### src/regfile.sv
`timescale 1ns/10ps

module regfile #(
    parameter int datapath_width     = 64,
    parameter int regfile_addr_width = 5
) (
    input  logic                          clk,
    input  logic                          rst_n,
    input  logic [regfile_addr_width-1:0] rs_addr,
    input  logic [regfile_addr_width-1:0] rt_addr,
    input  logic                          wr_en,
    input  logic [regfile_addr_width-1:0] wr_addr,
    input  logic [datapath_width-1:0]     wr_data,
    output logic [datapath_width-1:0]     rs_data,
    output logic [datapath_width-1:0]     rt_data
);

    localparam int num_regs = 1 << regfile_addr_width;

    logic [datapath_width-1:0] regs [0:num_regs-1];

    // write at end of writeback, visible to the next decode
    always_ff @(posedge clk) begin
        if (!rst_n) begin
            for (int i = 0; i < num_regs; i++) begin
                regs[i] <= '0;
            end
        end else if (wr_en) begin
            regs[wr_addr] <= wr_data;
        end
    end

    // r0 reads zero whatever was written
    assign rs_data = (rs_addr == '0) ? '0 : regs[rs_addr];
    assign rt_data = (rt_addr == '0) ? '0 : regs[rt_addr];

endmodule

### config.mk
export PLATFORM = sky130hd
export DESIGN_NAME = regfile
export DESIGN_NICKNAME = d
export VERILOG_FILES = /design/src/regfile.sv
export SDC_FILE = /design/constraint.sdc
export NUM_CORES = 2
export LEC_CHECK = 0
export ABC_CLOCK_PERIOD_IN_PS = 8900
export BUFFER_PORTS_ARGS = -buffer_cell sky130_fd_sc_hd__clkbuf_2
export CORE_MARGIN = 4
export CORE_UTILIZATION = 29
export CTS_CLUSTER_SIZE = 12
export DETAILED_ROUTE_END_ITERATION = 10
export SLEW_MARGIN = 20
export SYNTH_ARGS = -nofsm -noshare
export SYNTH_HDL_FRONTEND = slang
export SYNTH_SLANG_ARGS = --single-unit
export TNS_END_PERCENT = 5
### constraint.sdc
create_clock -name clk -period 8.9 [get_ports clk]
set_input_delay 1.335 -clock clk [delete_from_list [all_inputs] [get_ports clk]]
set_output_delay 1.335 -clock clk [all_outputs]
set_load 0.1 [all_outputs]
==> run summary <==
status = complete, no violations
antenna viol nets, final = 0
CTS tree = built
slew margin rel. = 20.2%
crit path max fanout = 53
port bufs = 209
M2 GR Usage = 36.0%
Post-Syn Instances = 6906
max reg flops = 2048
Mapped Nets = 6988
drt wl/cell = 36.4 µm
GRT Max-Usage Layer = met2
Avg Vias per Cell = 5.88
power share of the sequential group = 48.9%
vias in the first global route = 69.6k
Unique masters post-synth = 46
fmax = 0.146 GHz
Avg Synthesized Cell Area = 15.7 µm²
CP startpoint = rt_addr[1]
core area = 372000 µm²
Setup CP Type = input port to output pin
RSZ-0062 raised after global routing = no
Synth Warn # = 0
Hold-fix buffers, CTS = 0
cell area power density = 192 nW/µm²
Global Route met3 Usage = 4.93%
Critical Path AT = 5.50 ns
post-cts resize count = 0
first-pass GRT wire length = 590000 µm
Via Count = 70.1k
crit-path cells = buf_8 -> buf_4 -> buf_4 -> mux4_2 -> a22o_1 -> a211oi_1 -> a211oi_1 -> clkbuf_2
total track usage = 22.0%
worst slew pin tran = 1.19 ns
overflow left after global routing = 0
main area contributors after synthesis = edfxtp_1, mux4_2, and2_1, mux2i_1, clkbuf_1
CP endpoint = rt_data[3]
WP depth = 8
Post-DP HPWL = 241000 µm
HP Class = input port to register
VDD IR max = 159 µV
Sw Pwr = 6540 µW
DR DRC count = 0
wirelength, routed = 434000 µm
overall die area = 383000 µm²
CTS Buffer Depth = 4
CP bufs+invs = 4
Crit path max-delay family = buffers and inverters
Top Registers = regs: 2048 flops
Nets = 6867
min Tclk post-route = 6.83 ns
layout cell share with drive strength beyond 1 = 25.6%
Hold Slack = 1.05 ns
TNS Setup = 0 ns
Setup crit start kind = input port
drt pass-1 iters = 6
num rows = 224
LEAKAGE = 0.0406 µW
combinational power share = 15.5%
max_cap viols = 0
Layout area overhead = 11.9%
GRT met1 Usage = 26.1%
top-area cell type share of the netlist area = 56.8%
pre-CTS setup slack = 2.17 ns
Die W = 619 µm
antenna violations before repair = 70
final setup violation count = 0
die height = 619 µm
Iter 0 DRT Violations = 10.8k
final slew viol count = 0
slowest stage cell, crit path = a211oi_1
Seq/Total Area, Yosys = 56.8%
gpl congestion = 0.836
#FFs+latches synth = 2048
Pint = 16800 µW
delay of the slowest critical-path stage = 0.98 ns
area leader, netlist = edfxtp_1
Netlist Area Pre-Place = 108000 µm²
period utilisation layout = 76.8%
CTS Buf Count = 212
Reg clk slew, reported paths = 0.06 ns
final hold vios = 0
largest net degree at the start of global routing = 121
clock network power share = 35.6%
CP required = 7.57 ns
clk root buf = clkbuf_16
clock sinks = 2048
H-Tree Depth = 4
Largest Register = regs
post-CTS setup buffers = 0
final worst slack = 2.07 ns
Starting Density = 29.1%
final-layout fill cell count = 35.7k
Net Sw Frac = 28.1%
IO Pins = 210
Critical Path End Type = output pin
## synth_stat cells (all sizes together)
library cell / instances
nand2b: 5
o22a: 10
o31a: 1
a2bb2oi: 4
o2111a: 2
or3: 4
or3b: 3
a32oi: 4
a211oi: 129
a22oi: 66
mux4: 982
a221o: 1
a21o: 42
mux2: 30
and4: 2
nand3b: 4
nand3: 5
nor2: 58
nor3: 6
or2: 5
buf: 223
clkbuf: 540
or4: 1
nand2: 36
and3b: 1
inv: 2
o31ai: 1
nor2b: 6
nand4: 1
o221ai: 53
mux2i: 354
a22o: 45
nand4b: 2
a31oi: 23
edfxtp: 2048
a2111oi: 1
and2: 2052
o22ai: 109
o21ai: 36
nor4: 9
## power groups by stage
stage / registers [µW] / clock network [µW] / logic [µW]
3_5_place_dp: 11600 / 0 / 3570
5_1_grt: 11400 / 8720 / 3670
6_report: 11400 / 8310 / 3610
4_1_cts: 11400 / 8360 / 3570
3_3_place_gp: 11500 / 0 / 3550
2_1_floorplan: 11600 / 0 / 2350
## layout make-up
cell class,count,area (µm²),area share (%)
repair buffers,428,3240,2.67
inverters,2,12.5,0.0103
clock inverters,57,408,0.337
diodes,49,123,0.101
well taps,4972,6220,5.13
multi-input cells,4093,44100,36.4
clock buffers,269,5560,4.59
flip-flops and latches,2048,61500,50.8
## layer usage
layer  vias to the layer above  routed length [µm]
li1                      26500                   -
met3                      1406               48000
met5                         -                 154
met1                     36800              145000
met4                        24               33700
met2                      5321              207000
## worst min-delay path by stage
stage | slack (ns) | cells past startpoint | end | from
2_1_floorplan | 1.53 | 1 | regs[0][0] | wr_data[0]
3_3_place_gp | 1.94 | 2 | regs[16][54] | rst_n
3_5_place_dp | 1.95 | 2 | regs[16][54] | rst_n
4_1_cts | 1.02 | 2 | regs[16][52] | rst_n
5_1_grt | 1.06 | 2 | regs[16][52] | rst_n
6_report | 1.05 | 2 | regs[16][53] | rst_n
## logic make-up after synthesis
kind of cell	count (synthesis)	synth area share (%)
AND/OR/NAND/NOR	2200	12.5
AO/OA/AOI/OAI	527	3.56
buffers and inverters	765	3.10
multiplexers	1366	24.0
flip-flops	2048	56.8
## per-stage QoR
step	instance area, µm²	power, µW	std cells	utilization (%)
finish	121000	23300	11900	32.6
global route	121000	23800	11900	32.6
CTS	121000	23300	11900	32.5
detailed placement	115000	15200	11500	30.9
global placement	115000	15100	11500	30.9
floorplan	108000	13900	6906	-
## layout by cell type, fill, tap and decap left out, types with 66 or more instances in the layout
master,instances
a22oi_1,66
clkbuf_2,198
mux2i_1,351
edfxtp_1,2048
a211oi_1,127
mux4_2,982
o22ai_1,109
clkbuf_16,214
buf_4,186
and2_1,2049
No activity file was read; power rests on OpenSTA's default activity.
