[config.mk]
export PLATFORM = sky130hd
export DESIGN_NAME = fetch_unit
export DESIGN_NICKNAME = d
export VERILOG_FILES = /design/src/arya_pkg.sv /design/src/fetch_unit.sv
export SDC_FILE = /design/constraint.sdc
export NUM_CORES = 1
export LEC_CHECK = 0
export BUFFER_PORTS_ARGS = -buffer_cell sky130_fd_sc_hd__buf_2
export CAP_MARGIN = 10
export CELL_PAD_IN_SITES_DETAIL_PLACEMENT = 1
export CELL_PAD_IN_SITES_GLOBAL_PLACEMENT = 1
export CORE_MARGIN = 2
export CORE_UTILIZATION = 21
export CTS_BUF_LIST = sky130_fd_sc_hd__clkbuf_2
export CTS_CLUSTER_DIAMETER = 200
export DETAILED_ROUTE_END_ITERATION = 12
export PLACE_DENSITY = 0.85
export REMOVE_ABC_BUFFERS = 1
export SLEW_MARGIN = 20
export SYNTH_ARGS = -nofsm -noshare
export SYNTH_HDL_FRONTEND = slang
export SYNTH_SLANG_ARGS = --single-unit
[constraint.sdc]
create_clock -name clk -period 1.7 [get_ports clk]
set_input_delay 0.34 -clock clk [delete_from_list [all_inputs] [get_ports clk]]
set_output_delay 0.34 -clock clk [all_outputs]
set_load 0.01 [all_outputs]
[src/arya_pkg.sv]
package arya_pkg;

    //////////////////////////////////////////////////////////////////////
    // instruction format
    //////////////////////////////////////////////////////////////////////

    localparam int inst_width  = 32;
    localparam int shamt_width = 5;

    // field positions in the instruction word
    localparam int op_msb    = 31;
    localparam int op_lsb    = 26;
    localparam int rs_msb    = 25;
    localparam int rs_lsb    = 21;
    localparam int rt_msb    = 20;
    localparam int rt_lsb    = 16;
    localparam int rd_msb    = 15;
    localparam int rd_lsb    = 11;
    localparam int shamt_msb = 10;
    localparam int shamt_lsb = 6;
    // only the low four funct bits select the alu op
    localparam int funct_msb = 3;
    localparam int funct_lsb = 0;
    localparam int imm_msb   = 15;
    localparam int imm_lsb   = 0;

    // major opcodes
    typedef enum logic [5:0] {
        op_rtype = 6'd0,
        op_beq   = 6'd4,
        op_bne   = 6'd5,
        op_addi  = 6'd8,
        op_ori   = 6'd13,
        op_lw    = 6'd35,
        op_sw    = 6'd43,
        op_halt  = 6'd63
    } opcode_t;

    // alu ops, also the funct code of r-type
    typedef enum logic [3:0] {
        alu_add = 4'd0,
        alu_sub = 4'd1,
        alu_and = 4'd2,
        alu_or  = 4'd3,
        alu_xor = 4'd4,
        alu_nor = 4'd5,
        alu_slt = 4'd6,
        alu_sll = 4'd7,
        alu_srl = 4'd8
    } alu_op_t;

    // all ones decodes as op_halt
    localparam logic [inst_width-1:0] halt_word = '1;

endpackage

[src/fetch_unit.sv]
`timescale 1ns/10ps

module fetch_unit import arya_pkg::*; #(
    parameter int inst_addr_width = 9,
    parameter int mem_addr_width  = 10,
    parameter int datapath_width  = 64
) (
    input  logic                       clk,
    input  logic                       rst_n,
    input  logic                       setup_mem,
    input  logic                       verify_mem,
    input  logic                       enable_mem,
    input  logic [mem_addr_width-1:0]  mem_addr,
    input  logic                       halt,
    input  logic                       branch_taken,
    input  logic [inst_addr_width-1:0] branch_target,
    input  logic [datapath_width-1:0]  mem_dout_a,
    output logic [mem_addr_width-1:0]  mem_addr_a,
    output logic                       mem_we_a,
    output logic                       mem_en,
    output logic [inst_width-1:0]      inst,
    output logic [inst_addr_width-1:0] inst_pc
);

    logic                       debug_mem;
    logic [inst_addr_width-1:0] pc;

    // debug port owns port a during setup or verify
    assign debug_mem  = setup_mem | verify_mem;
    assign mem_addr_a = debug_mem ? mem_addr : mem_addr_width'(pc);
    assign mem_we_a   = setup_mem;

    // halted core stops the ram, unless the host still needs it
    assign mem_en = ~halt | enable_mem;

    // decoder sees halt while the host is busy, core stays frozen
    assign inst = debug_mem ? halt_word : mem_dout_a[inst_width-1:0];

    //////////////////////////////////////////////////////////////////////
    // program counter
    //////////////////////////////////////////////////////////////////////

    // pc is the fetch address, inst_pc trails it by the ram latency
    always_ff @(posedge clk) begin
        if (!rst_n) begin
            pc      <= '0;
            inst_pc <= '0;
        end else if (!halt) begin
            // branch resolved in mem stage overrides the increment
            pc      <= branch_taken ? branch_target : pc + 1'b1;
            inst_pc <= pc;
        end
    end

endmodule

==> key figures <==
Status
  – Status: finished, final reports clean

Synth
  – Adder-cell share of the synthesized area: 1.02%
  – Main synth FF type: dfxtp_1
  – Synth top area cells: dfxtp_1 (29%), or3_1 (16%), mux2i_1 (8.9%), mux2_2 (8.2%), nor2b_1 (6.1%)
  – Mux share of post-synthesis cell area: 17.2%
  – Post-Syn Area: 1230 um2
  – Number of synthesized register bits: 18
  – Synth cell count leaders: or3_1 (32), dfxtp_1 (18), nor2b_1 (12)
  – Post-synth top area share: 29.3%
  – Simple logic cell fraction of the synthesized area: 33.7%
  – Synth Area in Compound Gates: 12.2%
  – Number of flops mapped to enable cells by yosys: 0
  – Sequential area share after synthesis: 29.3%
  – Largest family of logic cells by synthesized area: simple AND/OR/NAND/NOR gates
  – Synth Area in XOR/XNOR: 1.42%
  – Top-count cell post-synth: or3_1
  – Mapped Cells: 150
  – Synth unique cells: 34
  – Syn_area_per_cell: 8.21 um2
  – Largest area contributor in the netlist: dfxtp_1
  – Ys Warns: 0
  – Async set-reset flop share out of synthesis: 0%

Power
  – Tot Pwr: 0.962 mW
  – Worst IR Drop VDD: 391 uV
  – Lkg Pwr: 0.902 nW
  – Pwr Density: 500 nW/um2

Clock network
  – Worst-path clk slew: 0.18 ns
  – Number of post-CTS setup repair buffers: 0
  – H-tree levels: 1
  – CTS root buf: clkbuf_2
  – Resized Gates After CTS: 0
  – Maximum clock path buffer count: 2
  – CTS tree: done
  – Sink Count: 18
  – Cts bufs inserted: 3
  – Hold buffer count at cts: 0
  – Clk_lat worst skew: 0.30 ns

Detailed routing
  – Routed wl met2: 2210 um
  – Initial drt markers: 16
  – Antenna violation net count after detailed routing: 0
  – Avg WL per Cell: 13.4 um
  – Vias per cell: 4.58
  – Vias: 1519
  – Routed wl met3: 443 um
  – Routed WL: 4450 um
  – First-pass DRT Iterations: 4
  – Drt drc: 0
  – Met1 wire length: 1790 um
  – DR top layer: met4

Die
  – Ports: 143
  – Die ar.: 6490 um2
  – Std cell rows: 27
  – DIE WIDTH: 80.6 um
  – Die H: 80.6 um
  – Initial cell density of the core: 22.1%
  – Core area: 5570 um2

Worst hold path
  – Hold_sp: branch_target[3]
  – Worst Hold End: pc[3]$_SDFFE_PN0N_
  – Hold Crit Class: in2reg
  – Worst hold stages: 3

Place
  – Detail Placement HPWL: 3570 um
  – Final GP Congestion: 0.738
  – Port bufs: 110
  – Placed Instances: 329
  – DP Worst Slack: 0.0767 ns
  – Area after DPL: 1910 um2

Critical path
  – Worst R2R End: pc[8]$_SDFFE_PN0N_
  – Crit. End Element: output pin
  – Arr. time, crit path: 1.27 ns
  – RR Startpoint: pc[0]$_SDFFE_PN0N_
  – Worst reg2reg path depth: 5
  – WS Path Type: in2out
  – CP Launch Type: input port
  – R2R setup slack: 0.24 ns
  – Crit. Startpoint: verify_mem
  – Required time of the critical path: 1.36 ns
  – CP max FO: 9

Timing
  – Worst Tran Pin Value: 0.520 ns
  – Hold violation count in the final report: 0
  – Final setup viols: 0
  – Max Clk Rate: 0.621 GHz
  – Worst setup margin: 0.0902 ns
  – Post-Route Skew: 0.00549 ns
  – Setup TNS: 0 ns
  – Relative slew slack: 65.3%
  – Final worst path period share: 94.7%
  – Unrepaired setup endpoints after global routing: no
  – Slew Viols, Final: 0
  – Post-layout min period: 1.61 ns

Layout
  – Final nets: 353
  – Layout cell share with drive strength beyond 1: 52.7%
  – Non-Filler Instances: 332
  – P&R area growth vs syn: 56.1%
  – Final std cell area, no fill: 1920 um2
  – # diodes: 0

Global routing
  – Overall Global Routing Usage: 13.0%
  – First-pass GRT wire length: 6710 um
  – Gr ovfl total: 0
  – Largest net degree at the start of global routing: 34
  – Initial antenna violation count: 0
  – Vias in the first global route: 1441

Job
  – Maxcap violations: 0
[flip-flops by register name, summed over array words and instances, names as in the netlist]
name / cells
pc: 9
inst_pc: 9
[stage by stage]
| stage | hold slack (ns) | util, % |
|---|---|---|
| final | 0.342 | 34.5 |
| after CTS | 0.321 | 34.5 |
| after floorplan | 0.462 | - |
| after detailed placement | 0.507 | 34.2 |
| after global placement | 0.495 | 34.2 |
| after global routing | 0.348 | 34.5 |
[power by group]
part	total [mW]	internal (mW)	switching [mW]
combinational	0.323	0.168	0.155
clock	0.181	0.0481	0.133
sequential	0.458	0.441	0.0163
total	0.962	0.658	0.304
[worst max-delay path by stage]
stage                     slack, ns  cells past startpoint                 end
final                          0.09                      5       mem_addr_a[6]
after global routing           0.03                      5       mem_addr_a[5]
after CTS                      0.07                      5       mem_addr_a[6]
after detailed placement       0.08                      5       mem_addr_a[6]
after global placement         0.08                      5       mem_addr_a[6]
after floorplan                0.23                      5  pc[8]$_SDFFE_PN0N_
[worst max-delay path, cell delays in order]
cell    delay (ns)
buf_2         0.11
nor2_2        0.19
buf_12        0.16
mux2_2        0.32
buf_2         0.14
[layout make-up]
cell class / instances / area (um2)
fillers: 713 / 3650
multi-input cells: 117 / 807
repair buffers: 121 / 646
flip-flops and latches: 18 / 360
well taps: 72 / 90.1
clock buffers: 3 / 15.0
inverters: 1 / 3.75
[kinds of logic after synthesis]
group	after synthesis
buffers and inverters	15
xor gates and xnor gates	2
and+or+nand+nor	71
AOI/OAI and AO/OA	23
adders and majority gates	1
DFF	18
muxes	20
[placed cells by master, fill, tap and decap left out, types with 2 or more instances in the layout]
cell type,synthesis,layout
dfxtp_1,18,18
nand2_1,5,5
mux2_2,9,9
o21ai_0,9,9
nor2b_1,12,12
a21oi_1,3,3
and2_1,3,3
buf_2,3,110
buf_4,1,10
a31oi_1,2,2
nand2b_1,2,2
nor2_1,8,8
nand4_1,3,3
o311a_1,2,2
clkbuf_2,0,3
mux2i_1,11,11
or3_1,32,32
[metal layers]
layer	track usage (%)	vias up
li1	-	759
met1	14.6	683
met2	25.1	75
met3	2.25	2
met4	3.05	0
met5	0	-
Note: power is estimated with default switching activity, not from simulation.
