### config.mk
export PLATFORM = sky130hd
export DESIGN_NAME = execute_pipe
export DESIGN_NICKNAME = d
export VERILOG_FILES = /design/src/arya_pkg.sv /design/src/execute_pipe.sv
export SDC_FILE = /design/constraint.sdc
export NUM_CORES = 2
export LEC_CHECK = 0
export BUFFER_PORTS_ARGS = -buffer_cell sky130_fd_sc_hd__buf_2
export CORE_MARGIN = 2
export CORE_UTILIZATION = 60
export CTS_BUF_LIST = sky130_fd_sc_hd__clkbuf_16
export CTS_CLUSTER_DIAMETER = 120
export DETAILED_ROUTE_END_ITERATION = 10
export PLACE_DENSITY = 0.82
export SETUP_SLACK_MARGIN = 0.2
export SKIP_CTS_REPAIR_TIMING = 1
export SYNTH_ARGS = -nofsm -noshare
export SYNTH_HDL_FRONTEND = slang
export SYNTH_SLANG_ARGS = --single-unit
### constraint.sdc
create_clock -name clk -period 13.51 [get_ports clk]
set_clock_uncertainty 0.2 [all_clocks]
set_input_delay 2.0265 -clock clk [delete_from_list [all_inputs] [get_ports clk]]
set_output_delay 2.0265 -clock clk [all_outputs]
set_load 0.1 [all_outputs]
### src/arya_pkg.sv
package arya_pkg;

    //////////////////////////////////////////////////////////////////////
    // instruction format
    //////////////////////////////////////////////////////////////////////

    localparam int inst_width  = 32;
    localparam int shamt_width = 5;

    // field positions in the instruction word
    localparam int op_msb    = 31;
    localparam int op_lsb    = 26;
    localparam int rs_msb    = 25;
    localparam int rs_lsb    = 21;
    localparam int rt_msb    = 20;
    localparam int rt_lsb    = 16;
    localparam int rd_msb    = 15;
    localparam int rd_lsb    = 11;
    localparam int shamt_msb = 10;
    localparam int shamt_lsb = 6;
    // only the low four funct bits select the alu op
    localparam int funct_msb = 3;
    localparam int funct_lsb = 0;
    localparam int imm_msb   = 15;
    localparam int imm_lsb   = 0;

    // major opcodes
    typedef enum logic [5:0] {
        op_rtype = 6'd0,
        op_beq   = 6'd4,
        op_bne   = 6'd5,
        op_addi  = 6'd8,
        op_ori   = 6'd13,
        op_lw    = 6'd35,
        op_sw    = 6'd43,
        op_halt  = 6'd63
    } opcode_t;

    // alu ops, also the funct code of r-type
    typedef enum logic [3:0] {
        alu_add = 4'd0,
        alu_sub = 4'd1,
        alu_and = 4'd2,
        alu_or  = 4'd3,
        alu_xor = 4'd4,
        alu_nor = 4'd5,
        alu_slt = 4'd6,
        alu_sll = 4'd7,
        alu_srl = 4'd8
    } alu_op_t;

    // all ones decodes as op_halt
    localparam logic [inst_width-1:0] halt_word = '1;

endpackage

### src/execute_pipe.sv
`timescale 1ns/10ps

module execute_pipe import arya_pkg::*; #(
    parameter int datapath_width     = 64,
    parameter int regfile_addr_width = 5,
    parameter int inst_addr_width    = 9
) (
    input  logic                          clk,
    input  logic                          rst_n,
    input  logic                          halt,
    input  logic [inst_addr_width-1:0]    inst_pc,
    input  logic [datapath_width-1:0]     rs_data,
    input  logic [datapath_width-1:0]     rt_data,
    input  logic [datapath_width-1:0]     imm,
    input  logic [shamt_width-1:0]        shamt,
    input  logic [inst_addr_width-1:0]    branch_offset,
    input  alu_op_t                       alu_op,
    input  logic                          use_imm,
    input  logic [regfile_addr_width-1:0] wr_addr,
    input  logic                          wr_en,
    input  logic                          mem_to_reg,
    input  logic                          mem_write,
    input  logic                          beq,
    input  logic                          bne,
    input  logic [datapath_width-1:0]     mem_dout_b,
    output logic                          branch_taken,
    output logic [inst_addr_width-1:0]    branch_target,
    output logic [inst_addr_width:0]      mem_addr_b,
    output logic [datapath_width-1:0]     mem_din_b,
    output logic                          mem_we_b,
    output logic                          wb_wr_en,
    output logic [regfile_addr_width-1:0] wb_addr,
    output logic [datapath_width-1:0]     wb_data
);

    // decode/execute
    logic [inst_addr_width-1:0]    de_pc;
    logic [inst_addr_width-1:0]    de_offset;
    logic [datapath_width-1:0]     de_op_a;
    logic [datapath_width-1:0]     de_op_b;
    logic [datapath_width-1:0]     de_store;
    logic [shamt_width-1:0]        de_shamt;
    alu_op_t                       de_alu_op;
    logic [regfile_addr_width-1:0] de_wr_addr;
    logic                          de_mem_to_reg;
    logic                          de_wr_en;
    logic                          de_mem_write;
    logic                          de_beq;
    logic                          de_bne;
    // execute/memory
    logic [datapath_width-1:0]     alu_result;
    logic [datapath_width-1:0]     em_result;
    logic [datapath_width-1:0]     em_store;
    logic [inst_addr_width-1:0]    em_target;
    logic                          em_zero;
    logic [regfile_addr_width-1:0] em_wr_addr;
    logic                          em_mem_to_reg;
    logic                          em_wr_en;
    logic                          em_mem_write;
    logic                          em_beq;
    logic                          em_bne;
    // memory/writeback
    logic [datapath_width-1:0]     mw_result;
    logic [regfile_addr_width-1:0] mw_wr_addr;
    logic                          mw_mem_to_reg;
    logic                          mw_wr_en;

    //////////////////////////////////////////////////////////////////////
    // pipeline registers, all frozen by halt
    //////////////////////////////////////////////////////////////////////

    // control flags
    always_ff @(posedge clk) begin
        if (!rst_n) begin
            de_wr_en     <= 1'b0;
            de_mem_write <= 1'b0;
            de_beq       <= 1'b0;
            de_bne       <= 1'b0;
            em_wr_en     <= 1'b0;
            em_mem_write <= 1'b0;
            em_beq       <= 1'b0;
            em_bne       <= 1'b0;
            mw_wr_en     <= 1'b0;
        end else if (!halt) begin
            de_wr_en     <= wr_en;
            de_mem_write <= mem_write;
            de_beq       <= beq;
            de_bne       <= bne;
            em_wr_en     <= de_wr_en;
            em_mem_write <= de_mem_write;
            em_beq       <= de_beq;
            em_bne       <= de_bne;
            mw_wr_en     <= em_wr_en;
        end
    end

    // payload
    always_ff @(posedge clk) begin
        if (!halt) begin
            de_pc         <= inst_pc;
            de_offset     <= branch_offset;
            de_op_a       <= rs_data;
            // second operand muxed before the register
            de_op_b       <= use_imm ? imm : rt_data;
            de_store      <= rt_data;
            de_shamt      <= shamt;
            de_alu_op     <= alu_op;
            de_wr_addr    <= wr_addr;
            de_mem_to_reg <= mem_to_reg;
            em_result     <= alu_result;
            em_store      <= de_store;
            // target wraps inside program space
            em_target     <= de_pc + de_offset;
            em_zero       <= (alu_result == '0);
            em_wr_addr    <= de_wr_addr;
            em_mem_to_reg <= de_mem_to_reg;
            mw_result     <= em_result;
            mw_wr_addr    <= em_wr_addr;
            mw_mem_to_reg <= em_mem_to_reg;
        end
    end

    //////////////////////////////////////////////////////////////////////
    // alu, shifts act on rs
    //////////////////////////////////////////////////////////////////////

    always_comb begin
        case (de_alu_op)
            alu_add: alu_result = de_op_a + de_op_b;
            alu_sub: alu_result = de_op_a - de_op_b;
            alu_and: alu_result = de_op_a & de_op_b;
            alu_or:  alu_result = de_op_a | de_op_b;
            alu_xor: alu_result = de_op_a ^ de_op_b;
            alu_nor: alu_result = ~(de_op_a | de_op_b);
            alu_slt: alu_result = datapath_width'($signed(de_op_a) < $signed(de_op_b));
            alu_sll: alu_result = de_op_a << de_shamt;
            alu_srl: alu_result = de_op_a >> de_shamt;
            default: alu_result = '0;
        endcase
    end

    // memory stage, branch resolve and data port
    assign branch_taken  = (em_beq & em_zero) | (em_bne & ~em_zero);
    assign branch_target = em_target;
    // data area is the upper half of the ram
    assign mem_addr_b    = {1'b1, em_result[inst_addr_width-1:0]};
    assign mem_din_b     = em_store;
    assign mem_we_b      = em_mem_write & ~halt;

    // writeback, load data arrives one cycle after the address
    assign wb_data  = mw_mem_to_reg ? mem_dout_b : mw_result;
    assign wb_addr  = mw_wr_addr;
    assign wb_wr_en = mw_wr_en & ~halt;

endmodule

==> results.py <==
metrics = {
    "power_and_ir_drop": {
        "power.switching_mw": 2.11,
        "leakagePower_nw": 16.1,
        "clkPwrFrac_pct": 24.0,
        "power_frac_seq_pct": 35.6,
        "p_comb_share_pct": 40.4,
        "powerDensity_nw_per_um2": 127,
        "p_int_mw": 2.95,
        "peakVddDrop_mv": 0.158,
        "swShare_pct": 41.7,
    },
    "timing": {
        "fin_setup_tns_ps": 0,
        "post-route-period-util_pct": 51.0,
        "slew_headroom_pct": 15.0,
        "setup_viol": 0,
        "maxSlewViolCount": 0,
        "rsz0062_at_grt": "no",
        "worst_pin_slew_ps": 1260,
        "fin_crit_ps": 6890,
        "hold_viol_final": 0,
        "max_freq_mhz": 145,
    },
    "global_routing": {
        "grt_start_max_net_pins": 172,
        "grt_pass1_vias": 32623,
        "grt_usage_pct": 46.5,
        "gr-total-overflow": 0,
        "grt_pass1_wl_microns": 211000,
        "grt_antenna_before_repair": 11,
    },
    "cts": {
        "root_buffer": "clkbuf_16",
        "htree_levels": 2,
        "numCtsBuffers": 44,
        "clock_latency_ps": 600,
        "cts_sinks": 448,
        "clk_pin_slew_ps": 70,
        "cts_buffer_depth": 3,
        "cts_tree": "done",
    },
    "setup_path": {
        "startpoint_type": "register",
        "required_ps": 13780,
        "cp_max_fo": 78,
        "path_class": "reg -> reg",
        "cp.arrival_ps": 7160,
        "endpoint_kind": "register",
    },
    "yosys": {
        "synthCells": 3735,
        "synth_flop_cell": "edfxtp_1",
        "synth_area_per_cell_sq_um": 9.58,
        "ys.warnings.count": 0,
        "synth_seq_cells": 448,
        "synthArstFlopShare_pct": 0,
        "synth_edf_count": 439,
        "synthesis.nets": 4235,
        "synth_area_sq_um": 35800,
        "ys_seq_area_share_pct": 37.3,
        "ys_types": 99,
    },
    "floorplanning": {
        "io_pins": 452,
        "die_w_microns": 248,
        "dieArea_sq_um": 61600,
        "start_util_pct": 60.6,
        "rows": 89,
        "coreArea_sq_um": 59000,
        "die-height_microns": 248,
    },
    "hold_path": {
        "min_path_type": "reg -> reg",
    },
    "final_layout": {
        "seq_area_sq_um": 13400,
        "final_area_sq_um": 39900,
        "nets": 4535,
        "drive_above_1_share_pct": 21.6,
        "area_delta_synth_final_pct": 11.4,
        "fillCellCount": 4530,
        "multi_input_area_sq_um": 20400,
    },
    "flow_run": {
        "drv_cap": 0,
    },
    "run_status": {
        "status": "finished clean",
    },
    "detailed_routing": {
        "drtIter0Drc": 6363,
        "viasPerCell": 7.40,
        "drc": 0,
        "final_antenna_net_count": 0,
        "dr.pass1.iters": 9,
        "post_drt_wl_per_cell_microns": 30.6,
        "wirelength_microns": 148000,
        "vias": 35887,
    },
    "place": {
        "dp_hpwl_microns": 111000,
        "dpl_cell_area_sq_um": 38400,
        "globalplace.congestion": 1.12,
        "port-buffer-count": 450,
    },
}
## final cells by class
type | count | share of cell area, %
multi-input combinational | 2794 | 51.2
antenna | 6 | 0.0377
clock inverter | 33 | 0.690
timing repair buffer | 527 | 7.19
sequential | 448 | 33.5
clock buffer | 46 | 2.89
tap | 773 | 2.43
inverter | 220 | 2.09
## metal layers
| metal | up-vias | GRT usage, % | share of wire (%) |
|---|---|---|---|
| li1 | 14890 | - | - |
| met1 | 16971 | 62.9 | 37 |
| met2 | 3369 | 64.5 | 40 |
| met3 | 647 | 20.8 | 18 |
| met4 | 10 | 19.0 | 5.1 |
| met5 | - | 0.954 | 0.078 |
## power by group through the flow
stage	Clock (mW)	Combinational, mW	Sequential (mW)
5_1_grt	1.28	2.10	1.80
3_5_place_dp	0	1.91	1.82
2_1_floorplan	0	1.23	1.93
6_report	1.22	2.04	1.80
4_1_cts	1.22	1.93	1.79
3_3_place_gp	0	1.90	1.81
## synthesized netlist by cell type (13+ instances only)
cell / count / area, sq um
o22ai_1: 67 / 419
nor3_1: 46 / 230
buf_1: 28 / 105
a31oi_1: 29 / 181
buf_4: 19 / 143
and2_1: 26 / 163
buf_2: 57 / 285
o21ai_0: 184 / 921
a22oi_1: 58 / 435
a221oi_1: 44 / 385
xnor2_1: 19 / 166
a221o_1: 17 / 170
a21oi_1: 295 / 1480
nor2b_1: 43 / 269
o21bai_1: 31 / 233
o31a_1: 15 / 131
nor4_1: 46 / 288
o2111ai_1: 17 / 149
or3_1: 21 / 131
a2111oi_0: 13 / 114
o211ai_1: 76 / 571
nand3_1: 56 / 280
nand4_1: 43 / 269
nand2_1: 294 / 1100
nor2_1: 324 / 1220
ha_1: 200 / 2500
mux2i_1: 158 / 1580
o221ai_1: 35 / 307
a22o_1: 15 / 131
and3_1: 13 / 81.3
mux4_2: 61 / 1370
mux2_2: 172 / 1940
clkbuf_1: 157 / 589
a21o_1: 44 / 330
a211oi_1: 57 / 428
a211o_1: 14 / 123
o31ai_1: 49 / 368
nand2b_1: 22 / 138
edfxtp_1: 439 / 13200
inv_1: 213 / 800
## kinds of logic (layout without fill, tap and decap cells)
group	Yosys count	in the layout	synth area share (%)
other	1	7	0.0105
multiplexers	398	398	13.9
adder cells (fa/ha/maj)	203	203	7.16
AO/OA/AOI/OAI	1177	1177	22.2
XOR/XNOR	23	23	0.563
AND/OR/NAND/NOR	992	992	13.0
buffers and inverters	493	826	5.80
flip-flops	448	448	37.3
## stage by stage
step	power, mW	util (%)	hold WS (ps)	setup slack (ps)	instances
after floorplan	3.16	-	200	1750	3735
after global placement	3.71	65.1	200	7060	4762
after detailed placement	3.73	65.1	205	6990	4762
after CTS	4.94	67.5	207	6960	4841
after global routing	5.18	67.5	210	6560	4841
final	5.06	67.6	205	6620	4847
## worst paths after layout
| check | start | to | slack [ps] | cells after the start |
|---|---|---|---|---|
| worst max-delay path | de_shamt[1]$_DFFE_PN_ | em_zero$_DFFE_PN_ | 6620 | 14 |
| worst min-delay path | de_store[44]$_DFFE_PN_ | mem_din_b[44]$_DFFE_PN_ | 210 | 0 |
| worst max register to register | de_shamt[1]$_DFFE_PN_ | em_zero$_DFFE_PN_ | 6620 | 14 |
| worst min register to register | de_store[44]$_DFFE_PN_ | mem_din_b[44]$_DFFE_PN_ | 210 | 0 |
## cells in the final DEF, fill, tap and decap left out, types with 26 or more instances in the layout
cell / n
o31ai_1: 49
a21o_1: 44
nor3_1: 46
o221ai_1: 35
o22ai_1: 67
buf_4: 74
nand2_1: 294
a211oi_1: 57
o211ai_1: 76
buf_2: 450
a22oi_1: 58
o21bai_1: 31
clkbuf_16: 46
nor2b_1: 40
mux2i_1: 158
a21oi_1: 295
a221oi_1: 44
o21ai_0: 184
mux2_2: 172
and2_1: 26
a31oi_1: 29
ha_1: 200
inv_1: 219
nand3_1: 56
nor2_1: 323
nand4_1: 43
mux4_2: 61
edfxtp_1: 439
nor4_1: 45
## worst max-delay path, stage by stage (launching register included)
cell and delay (ps):
edfxtp_1 320, buf_4 610, buf_4 920, and2_1 670, a22oi_1 190, nand2_1 320, o22ai_1 150, nor3_1 980
o221ai_1 350, nor4b_1 420, nand4b_1 250, nor4_1 520, nand4_1 150, nor4_1 440, and4b_1 270
Power figures use the tool's default switching activity.
