### src/arya_pkg.sv
package arya_pkg;

    //////////////////////////////////////////////////////////////////////
    // instruction format
    //////////////////////////////////////////////////////////////////////

    localparam int inst_width  = 32;
    localparam int shamt_width = 5;

    // field positions in the instruction word
    localparam int op_msb    = 31;
    localparam int op_lsb    = 26;
    localparam int rs_msb    = 25;
    localparam int rs_lsb    = 21;
    localparam int rt_msb    = 20;
    localparam int rt_lsb    = 16;
    localparam int rd_msb    = 15;
    localparam int rd_lsb    = 11;
    localparam int shamt_msb = 10;
    localparam int shamt_lsb = 6;
    // only the low four funct bits select the alu op
    localparam int funct_msb = 3;
    localparam int funct_lsb = 0;
    localparam int imm_msb   = 15;
    localparam int imm_lsb   = 0;

    // major opcodes
    typedef enum logic [5:0] {
        op_rtype = 6'd0,
        op_beq   = 6'd4,
        op_bne   = 6'd5,
        op_addi  = 6'd8,
        op_ori   = 6'd13,
        op_lw    = 6'd35,
        op_sw    = 6'd43,
        op_halt  = 6'd63
    } opcode_t;

    // alu ops, also the funct code of r-type
    typedef enum logic [3:0] {
        alu_add = 4'd0,
        alu_sub = 4'd1,
        alu_and = 4'd2,
        alu_or  = 4'd3,
        alu_xor = 4'd4,
        alu_nor = 4'd5,
        alu_slt = 4'd6,
        alu_sll = 4'd7,
        alu_srl = 4'd8
    } alu_op_t;

    // all ones decodes as op_halt
    localparam logic [inst_width-1:0] halt_word = '1;

endpackage

### src/inst_decoder.sv
`timescale 1ns/10ps

module inst_decoder import arya_pkg::*; #(
    parameter int datapath_width     = 64,
    parameter int regfile_addr_width = 5,
    parameter int inst_addr_width    = 9
) (
    input  logic [inst_width-1:0]         inst,
    output logic [regfile_addr_width-1:0] rs_addr,
    output logic [regfile_addr_width-1:0] rt_addr,
    output logic [regfile_addr_width-1:0] wr_addr,
    output logic [datapath_width-1:0]     imm,
    output logic [shamt_width-1:0]        shamt,
    output logic [inst_addr_width-1:0]    branch_offset,
    output alu_op_t                       alu_op,
    output logic                          use_imm,
    output logic                          wr_en,
    output logic                          mem_to_reg,
    output logic                          mem_write,
    output logic                          beq,
    output logic                          bne,
    output logic                          halt
);

    localparam int imm_width = imm_msb - imm_lsb + 1;

    opcode_t opcode;
    logic    imm_zext;

    // field extraction
    assign opcode        = opcode_t'(inst[op_msb:op_lsb]);
    assign rs_addr       = inst[rs_msb:rs_lsb];
    assign rt_addr       = inst[rt_msb:rt_lsb];
    assign shamt         = inst[shamt_msb:shamt_lsb];
    // low bits of imm, pc relative
    assign branch_offset = inst[imm_lsb +: inst_addr_width];

    // immediate forms write rt, r-type writes rd
    assign wr_addr = use_imm ? rt_addr : inst[rd_msb:rd_lsb];

    // ori zero extends, the rest sign extend
    assign imm = imm_zext ?
        {{(datapath_width-imm_width){1'b0}}, inst[imm_msb:imm_lsb]} :
        {{(datapath_width-imm_width){inst[imm_msb]}}, inst[imm_msb:imm_lsb]};

    //////////////////////////////////////////////////////////////////////
    // control
    //////////////////////////////////////////////////////////////////////

    always_comb begin
        alu_op     = alu_add;
        use_imm    = 1'b0;
        imm_zext   = 1'b0;
        wr_en      = 1'b0;
        mem_to_reg = 1'b0;
        mem_write  = 1'b0;
        beq        = 1'b0;
        bne        = 1'b0;
        halt       = 1'b0;
        case (opcode)
            op_rtype: begin
                // funct picks the alu op
                alu_op = alu_op_t'(inst[funct_msb:funct_lsb]);
                wr_en  = 1'b1;
            end
            op_addi: begin
                use_imm = 1'b1;
                wr_en   = 1'b1;
            end
            op_ori: begin
                alu_op   = alu_or;
                use_imm  = 1'b1;
                imm_zext = 1'b1;
                wr_en    = 1'b1;
            end
            op_lw: begin
                use_imm    = 1'b1;
                wr_en      = 1'b1;
                mem_to_reg = 1'b1;
            end
            op_sw: begin
                use_imm   = 1'b1;
                mem_write = 1'b1;
            end
            // compare by subtraction, zero flag decides
            op_beq: begin
                alu_op = alu_sub;
                beq    = 1'b1;
            end
            op_bne: begin
                alu_op = alu_sub;
                bne    = 1'b1;
            end
            op_halt: halt = 1'b1;
            // unknown opcodes run as nops
            default: ;
        endcase
    end

endmodule

### config.mk
export PLATFORM = sky130hd
export DESIGN_NAME = inst_decoder
export DESIGN_NICKNAME = d
export VERILOG_FILES = /design/src/arya_pkg.sv /design/src/inst_decoder.sv
export SDC_FILE = /design/constraint.sdc
export NUM_CORES = 1
export LEC_CHECK = 0
export BUFFER_PORTS_ARGS = -buffer_cell sky130_fd_sc_hd__buf_2
export CAP_MARGIN = 20
export CORE_UTILIZATION = 30
export DETAILED_ROUTE_END_ITERATION = 10
export MAX_ROUTING_LAYER = met4
export PLACE_DENSITY_LB_ADDON = 0.2
export SLEW_MARGIN = 20
export SYNTH_ARGS = -nofsm -noshare
export SYNTH_HDL_FRONTEND = slang
export SYNTH_SLANG_ARGS = --single-unit
### constraint.sdc
create_clock -name vclk -period 1.9
set_input_delay 0.095 -clock vclk [all_inputs]
set_output_delay 0.095 -clock vclk [all_outputs]
set_load 0.02 [all_outputs]
==> results of run 1 <==
[worst max-delay path, cell delays in order]
cell      delay (ns)
buf_2           0.19
and4bb_1        0.26
a31oi_2         0.06
o31ai_4         0.33
mux2_2          0.37
buf_2           0.16
[cell families (layout without fill, tap and decap cells)]
kind of cell / after synthesis / after routing / share of synthesized area, %
AOI/OAI and AO/OA: 8 / 8 / 7.94
buffers and inverters: 92 / 106 / 73.9
muxes: 5 / 5 / 6.06
and+or+nand+nor: 19 / 19 / 12.1
[report_power, final]
| group | internal, mW | leakage, nW | switching, mW |
|---|---|---|---|
| Clock | 0 | 0 | 0 |
| Combinational | 0.0904 | 0.510 | 0.185 |
| Sequential | 0 | 0 | 0 |
[layout make-up]
cell class	count	area [um2]	area share, %
well taps	31	38.8	4.76
repair buffers	104	526	64.5
inverters	2	7.51	0.922
multi-input cells	32	243	29.8
[per-layer routing]
metal	part of all wire, %	global-route usage, %
met1	35	7.62
met2	47	13.3
met3	18	1.56
met4	0	0.340
met5	0	-
[path summary, 6_finish.rpt]
check / endpoint / slack (ns) / startpoint
min: shamt[1] / 0.19 / inst[7]
max: wr_addr[1] / 0.34 / inst[29]
[metrics by stage]
step           power, mW  instances  area [um2]  utilization [%]
2_1_floorplan      0.344        124         930                -
3_5_place_dp       0.278        169         815             28.6
3_3_place_gp       0.278        169         815             28.6
6_report           0.276        169         815             28.6
4_1_cts            0.279        169         815             28.6
5_1_grt            0.292        169         815             28.6
[cells in the final DEF (no fill, tap or decap), drive strengths merged]
master | netlist | routed
mux2 | 5 | 5
o21a | 1 | 1
nand3 | 4 | 4
inv | 2 | 2
or3 | 1 | 1
or2 | 1 | 1
a31oi | 2 | 2
a21oi | 2 | 2
nand4b | 1 | 1
nor2 | 3 | 3
and3 | 2 | 2
and4bb | 1 | 1
buf | 90 | 104
nor4 | 1 | 1
a2bb2oi | 1 | 1
o31ai | 1 | 1
nor3 | 4 | 4
nor4b | 1 | 1
a211oi | 1 | 1
==> flow_summary.ini, run 1 <==
[route]
dr.first_iter.drc_count = 15
wl_per_cell_um = 9.21
drc = 10
drtPass1Iterations = 7
vias = 728
ant_nets = 0
via_per_inst = 4.31
drt_wl_total_um = 1560

[power]
p_per_area_nw_per_um2 = 338
leakage_nw = 0.510
ir_drop_uv = 79.7

[yosys]
netlist_top_cells_count = buf_4, mux2_2, nand3_1, nor3_1, nor2_1
syn-mean-instance-area_um2 = 7.50
ys_seq_area_share_pct = 0
postSynthCellCount = 124
synth_nets = 156
yosysMostFrequentCell = buf_4
synth_top_area_share_pct = 71.9
yosysWarnings = 0
syn_area_um2 = 930
yosysTopAreaCell = buf_4
ys_types = 21
netlist_top_cells_area = buf_4, mux2_2, o31ai_4

[die]
die_h_um = 57.7
rows = 19
die_width_um = 57.7
dieArea_um2 = 3330
coreArea_um2 = 2850
io_pins = 136
start_util_pct = 32.6

[grt]
grt_pass1_vias = 442
grt_use_total_pct = 6.93
grt_overflow = 0
grt_start_max_net_pins = 49
grt_first_pass_wirelength_um = 1890
grt_antenna_before_repair = 0

[sta]
hold_slack_ns = 0.190
rsz0062_at_grt = no
max_freq_mhz = 640
timing.final.crit_share_pct = 82.2
setup_viol = 0
layout_min_cycle_time_ns = 1.56
finalMaxSlewViolations = 0
worst_pin_slew_ns = 0.355
slew-limit-headroom_pct = 76.3
hold_viol = 0
layout_setup_ws_ns = 0.338
tns_ns = 0

[final_layout]
seq_area_um2 = 0
seq_cells = 0
n_fill_cell = 302
clock_buffer_count = 0
nets = 172
drive_gt1_share_pct = 81.2
area_delta_synth_final_pct = -12.4
num_antenna_cells = 0

[worst_setup_path]
critPathRequiredTime_ns = 1.80
arrival_ns = 1.47
setup.worst_path.class = input pin to output port
startpoint_type = input pin
cp_max_fo = 11
cp-end-kind = output port

[status]
violations = design-rule violations
status = finished with violations

[cts]
postCtsHoldBufs = 0
postCtsSetupBuffers = 0
cts_resized = 0

[worst_hold_path]
holdPathStages = 0
hp-class = input pin to output port

[placed_design]
globalplace.congestion = 0.669
io_buffers = 102
place_ws_ns = 0.315
post-dp-hpwl_um = 1280

[flow_run]
drv_cap = 0
Power figures use the tool's default switching activity.
==> inputs of run 2 (changes only) <==
--- a/config.mk
+++ b/config.mk
@@ -7,7 +7,7 @@
 export LEC_CHECK = 0
 export BUFFER_PORTS_ARGS = -buffer_cell sky130_fd_sc_hd__buf_2
 export CAP_MARGIN = 20
-export CORE_UTILIZATION = 30
+export CORE_UTILIZATION = 28
 export DETAILED_ROUTE_END_ITERATION = 10
 export MAX_ROUTING_LAYER = met4
 export PLACE_DENSITY_LB_ADDON = 0.2
==> constraint.sdc (replaced) <==
create_clock -name vclk -period 1.4
set_input_delay 0.07 -clock vclk [all_inputs]
set_output_delay 0.07 -clock vclk [all_outputs]
set_load 0.02 [all_outputs]
==> flow_summary.ini, run 2 (synthesized netlist as in run 1, its figures left out) <==
[sta]
max_freq_mhz = 721
hold_viol = 0
setup_viol = 0
finalMaxSlewViolations = 0
layout_setup_ws_ns = 0.0139
rsz0062_at_grt = yes
timing.final.crit_share_pct = 99.0
worst_pin_slew_ns = 0.318
layout_min_cycle_time_ns = 1.39
slew-limit-headroom_pct = 78.8
tns_ns = 0

[final_layout]
final_cell_mix = buf_2, buf_4, buf_6, mux2_4, nand3_1
drive_gt1_share_pct = 85.0
nets = 181
clock_buffer_count = 0
num_antenna_cells = 0
n_fill_cell = 340
area_delta_synth_final_pct = 7.00
seq_area_um2 = 0
layout.cells.most_common = buf_2
seq_cells = 0
multi_input_area_um2 = 284

[die]
dieArea_um2 = 3550
rows = 20
die_h_um = 59.6
die_width_um = 59.6
start_util_pct = 30.0
io_pins = 136
coreArea_um2 = 3100

[route]
drc = 0
ant_nets = 0
drtPass1Iterations = 2
vias = 767
wl_per_cell_um = 8.51
via_per_inst = 4.02
drt_wl_total_um = 1630
dr.first_iter.drc_count = 11

[power]
seq_power_share_pct = 0
p_per_area_nw_per_um2 = 426
ir_drop_uv = 119
leakage_nw = 0.594
p_clk_share_pct = 0
power_frac_comb_pct = 100.0
intPower_mw = 0.163
p_switching_mw = 0.261
sw_frac_of_total_pct = 61.5

[cts]
postCtsHoldBufs = 0

[grt]
grt_start_max_net_pins = 49
grt_overflow = 0
grt_use_total_pct = 6.83
grt_pass1_vias = 453
grt_first_pass_wirelength_um = 1920
grt_antenna_before_repair = 0

[placed_design]
place_ws_ns = -0.122
io_buffers = 102
globalplace.congestion = 0.645
post-dp-hpwl_um = 1370

[flow_run]
drv_cap = 0

[worst_setup_path]
cp_max_fo = 6
startpoint_type = input pin
cp-end-kind = output port
critPathRequiredTime_ns = 1.33
arrival_ns = 1.32
setup.worst_path.class = input pin to output port

[worst_hold_path]
holdPathStages = 0
holdCritStartpoint = inst[24]
hold_end = rs_addr[3]
hp-class = input pin to output port

[status]
status = finished, final reports clean
## run 2: power groups by stage
stage / Sequential [mW] / Combinational (mW) / Clock, mW
2_1_floorplan: 0 / 0.465 / 0
3_3_place_gp: 0 / 0.392 / 0
3_5_place_dp: 0 / 0.391 / 0
4_1_cts: 0 / 0.423 / 0
5_1_grt: 0 / 0.450 / 0
6_report: 0 / 0.424 / 0
## run 2: metrics by stage
step                util, %  std cells  hold slack, ns  instance area (um2)  power [mW]
CTS                    31.5        191           0.140                  976       0.423
detailed placement     28.5        189           0.140                  885       0.391
floorplan                 -        124           0.229                  931       0.465
finish                 32.1        191           0.140                  995       0.424
global placement       28.5        189           0.140                  885       0.392
global route           32.1        191           0.140                  995       0.450
## run 2: metal layers
metal | vias to the layer above | part of all wire (%) | track usage [%]
met2 | 80 | 43 | 12.4
met1 | 319 | 40 | 8.18
li1 | 366 | - | -
met3 | 2 | 17 | 1.31
met4 | 0 | 0.12 | 0.332
met5 | - | 0 | -
## run 2: repair_timing
action	4_1_cts	5_1_grt
pin swaps	2	2
endpoints found under the setup margin	55	8
buffers inserted	2	0
gates resized for setup	21	4
## run 2: worst max-delay path by stage
stage	endpoint	slack, ns	cells after the start	start
6_report	wr_addr[0]	0.01	7	inst[31]
5_1_grt	wr_addr[1]	-0.05	7	inst[31]
4_1_cts	wr_addr[1]	-0.06	7	inst[27]
3_5_place_dp	wr_addr[2]	-0.12	6	inst[31]
3_3_place_gp	wr_addr[3]	-0.09	6	inst[31]
2_1_floorplan	wr_addr[0]	0.003	5	inst[28]
## run 2: worst max-delay path: stages
cell and delay (ns):
buf_8 0.10, and4bb_1 0.29, a31oi_2 0.06, o31ai_4 0.19, buf_6 0.16, mux2_4 0.31, buf_6 0.13
## run 2: final cells by class
| class | instances | share of cell area, % |
|---|---|---|
| repair buffers | 113 | 65.2 |
| multi-input cells | 32 | 28.6 |
| well taps | 44 | 5.53 |
| inverters | 2 | 0.755 |
==> inputs of run 3 (changes only) <==
--- a/config.mk
+++ b/config.mk
@@ -5,9 +5,9 @@
 export SDC_FILE = /design/constraint.sdc
 export NUM_CORES = 1
 export LEC_CHECK = 0
+export ABC_AREA = 1
 export BUFFER_PORTS_ARGS = -buffer_cell sky130_fd_sc_hd__buf_2
-export CAP_MARGIN = 20
-export CORE_UTILIZATION = 28
+export CORE_UTILIZATION = 29
 export DETAILED_ROUTE_END_ITERATION = 10
 export MAX_ROUTING_LAYER = met4
 export PLACE_DENSITY_LB_ADDON = 0.2
==> flow_summary.ini, run 3 <==
[grt]
grt_use_total_pct = 8.31
grt_overflow = 0
grt_antenna_before_repair = 0
grt_pass1_vias = 529
grt_start_max_net_pins = 49
grt_first_pass_wirelength_um = 2280

[sta]
max_freq_mhz = 819
layout_min_cycle_time_ns = 1.22
worst_pin_slew_ns = 0.290
rsz0062_at_grt = no
finalMaxSlewViolations = 0
layout_setup_ws_ns = 0.179
slew-limit-headroom_pct = 80.7
hold_viol = 0
setup_viol = 0
timing.final.crit_share_pct = 87.2
hold_slack_ns = 0.140

[die]
dieArea_um2 = 3490
start_util_pct = 30.7
coreArea_um2 = 3080
die_width_um = 59.1
io_pins = 136
die_h_um = 59.1
rows = 20

[placed_design]
dp.cells = 202
globalplace.congestion = 0.726
post-dp-hpwl_um = 1540
place_ws_ns = 0.159
io_buffers = 102
placed_area_um2 = 886

[final_layout]
nets = 192
n_fill_cell = 351
seq_area_um2 = 0
clock_buffer_count = 0
drive_gt1_share_pct = 73.4
seq_cells = 0
finalInstanceArea_um2 = 886
area_delta_synth_final_pct = -6.23
final_cell_mix = buf_2, nand2_1, nor2_1, inv_1, nand4_1
num_antenna_cells = 0
layout.cells.most_common = buf_2
instances_no_fill = 202

[route]
drc = 0
vias = 775
dr.first_iter.drc_count = 3
wl_per_cell_um = 8.45
drtPass1Iterations = 4
ant_nets = 0
via_per_inst = 3.84
drt_wl_total_um = 1710

[yosys]
ys_seq_area_share_pct = 0
yosysTopAreaCell = buf_4
synth_top_area_share_pct = 69.1
netlist_top_cells_area = buf_4, nand2_1, nand4_1
synth_nets = 173
postSynthCellCount = 141
yosysWarnings = 0
ys_types = 16
netlist_top_cells_count = buf_4, nand2_1, inv_1, nor2_1, nand4_1
yosysMostFrequentCell = buf_4
syn_area_um2 = 945
syn-mean-instance-area_um2 = 6.70

[cts]
postCtsSetupBuffers = 0
cts_resized = 0
postCtsHoldBufs = 0

[worst_setup_path]
cp-end-kind = output port
startpoint_type = input pin
setup.worst_path.class = input pin to output port
crit_slowest_cell = buf_4
cp_max_fo = 48
slowest_delay_ns = 0.28
crit_top_cell = buf_2
crit_chain = buf_2, nand2_1, nand3b_4, nand2_2, clkinvlp_4, buf_4, buf_2
arrival_ns = 1.15
critPathRequiredTime_ns = 1.33

[power]
leakage_nw = 0.605
finalPower_mw = 0.381
ir_drop_uv = 80.5
p_per_area_nw_per_um2 = 431

[worst_hold_path]
hp-class = input pin to output port

[status]
status = finished, final reports clean

[flow_run]
drv_cap = 0
==> run 3: cell count changes in the layout (fill, tap and decap cells not counted), sizes merged, moves of 2 or more <==
cell,delta
nand4,+6
mux2,-5
inv,+5
buf,-9
nand3,+2
nand2,+18
a31oi,-2
nor2,+7
a21oi,-2
and3,-2
nor3,-2
==> run 3: per-layer routing <==
layer  vias up  wire [um]  share of wire [%]  track usage [%]
met2        68        834                 49             15.6
met1       315        645                 38             9.31
met4         0         21                1.2             1.70
met3         4        204                 12             1.09
met5         -          0                  0                -
li1        388          -                  -                -
==> run 3: critical path, delay by kind of cell <==
family | cells | cell delay (ns)
simple gates | 3 | 0.38
buf+inv | 4 | 0.70
==> run 3: kinds of logic (layout without fill, tap and decap cells) <==
family | Yosys count | after routing | synth area share [%]
buffers and inverters | 95 | 112 | 72.3
and+or+nand+nor | 45 | 45 | 26.0
AOI/OAI and AO/OA | 1 | 1 | 1.72
==> run 3: report_power, final <==
| group | internal, mW | total [mW] | leakage [nW] | switching [mW] |
|---|---|---|---|---|
| sequential | 0 | 0 | 0 | 0 |
| combinational | 0.121 | 0.381 | 0.605 | 0.261 |
| clock | 0 | 0 | 0 | 0 |
==> run 3: final timing paths <==
kind              startpoint  slack, ns  cells past startpoint          to
hold / removal      inst[22]       0.14                      0  rs_addr[1]
setup / recovery    inst[28]       0.18                      7     imm[52]
==> run 3: final cells by class <==
| cell class | instances | area [um2] | share of cell area (%) |
|---|---|---|---|
| tap | 44 | 55.1 | 6.21 |
| inverter | 8 | 33.8 | 3.81 |
| timing repair buffer | 104 | 526 | 59.3 |
| multi-input combinational | 46 | 272 | 30.6 |
==> run 3: through the flow <==
step,utilization (%),TNS (ns)
2_1_floorplan,-,-0.443
3_3_place_gp,28.8,0
3_5_place_dp,28.8,0
4_1_cts,28.8,0
5_1_grt,28.8,0
6_report,28.8,0
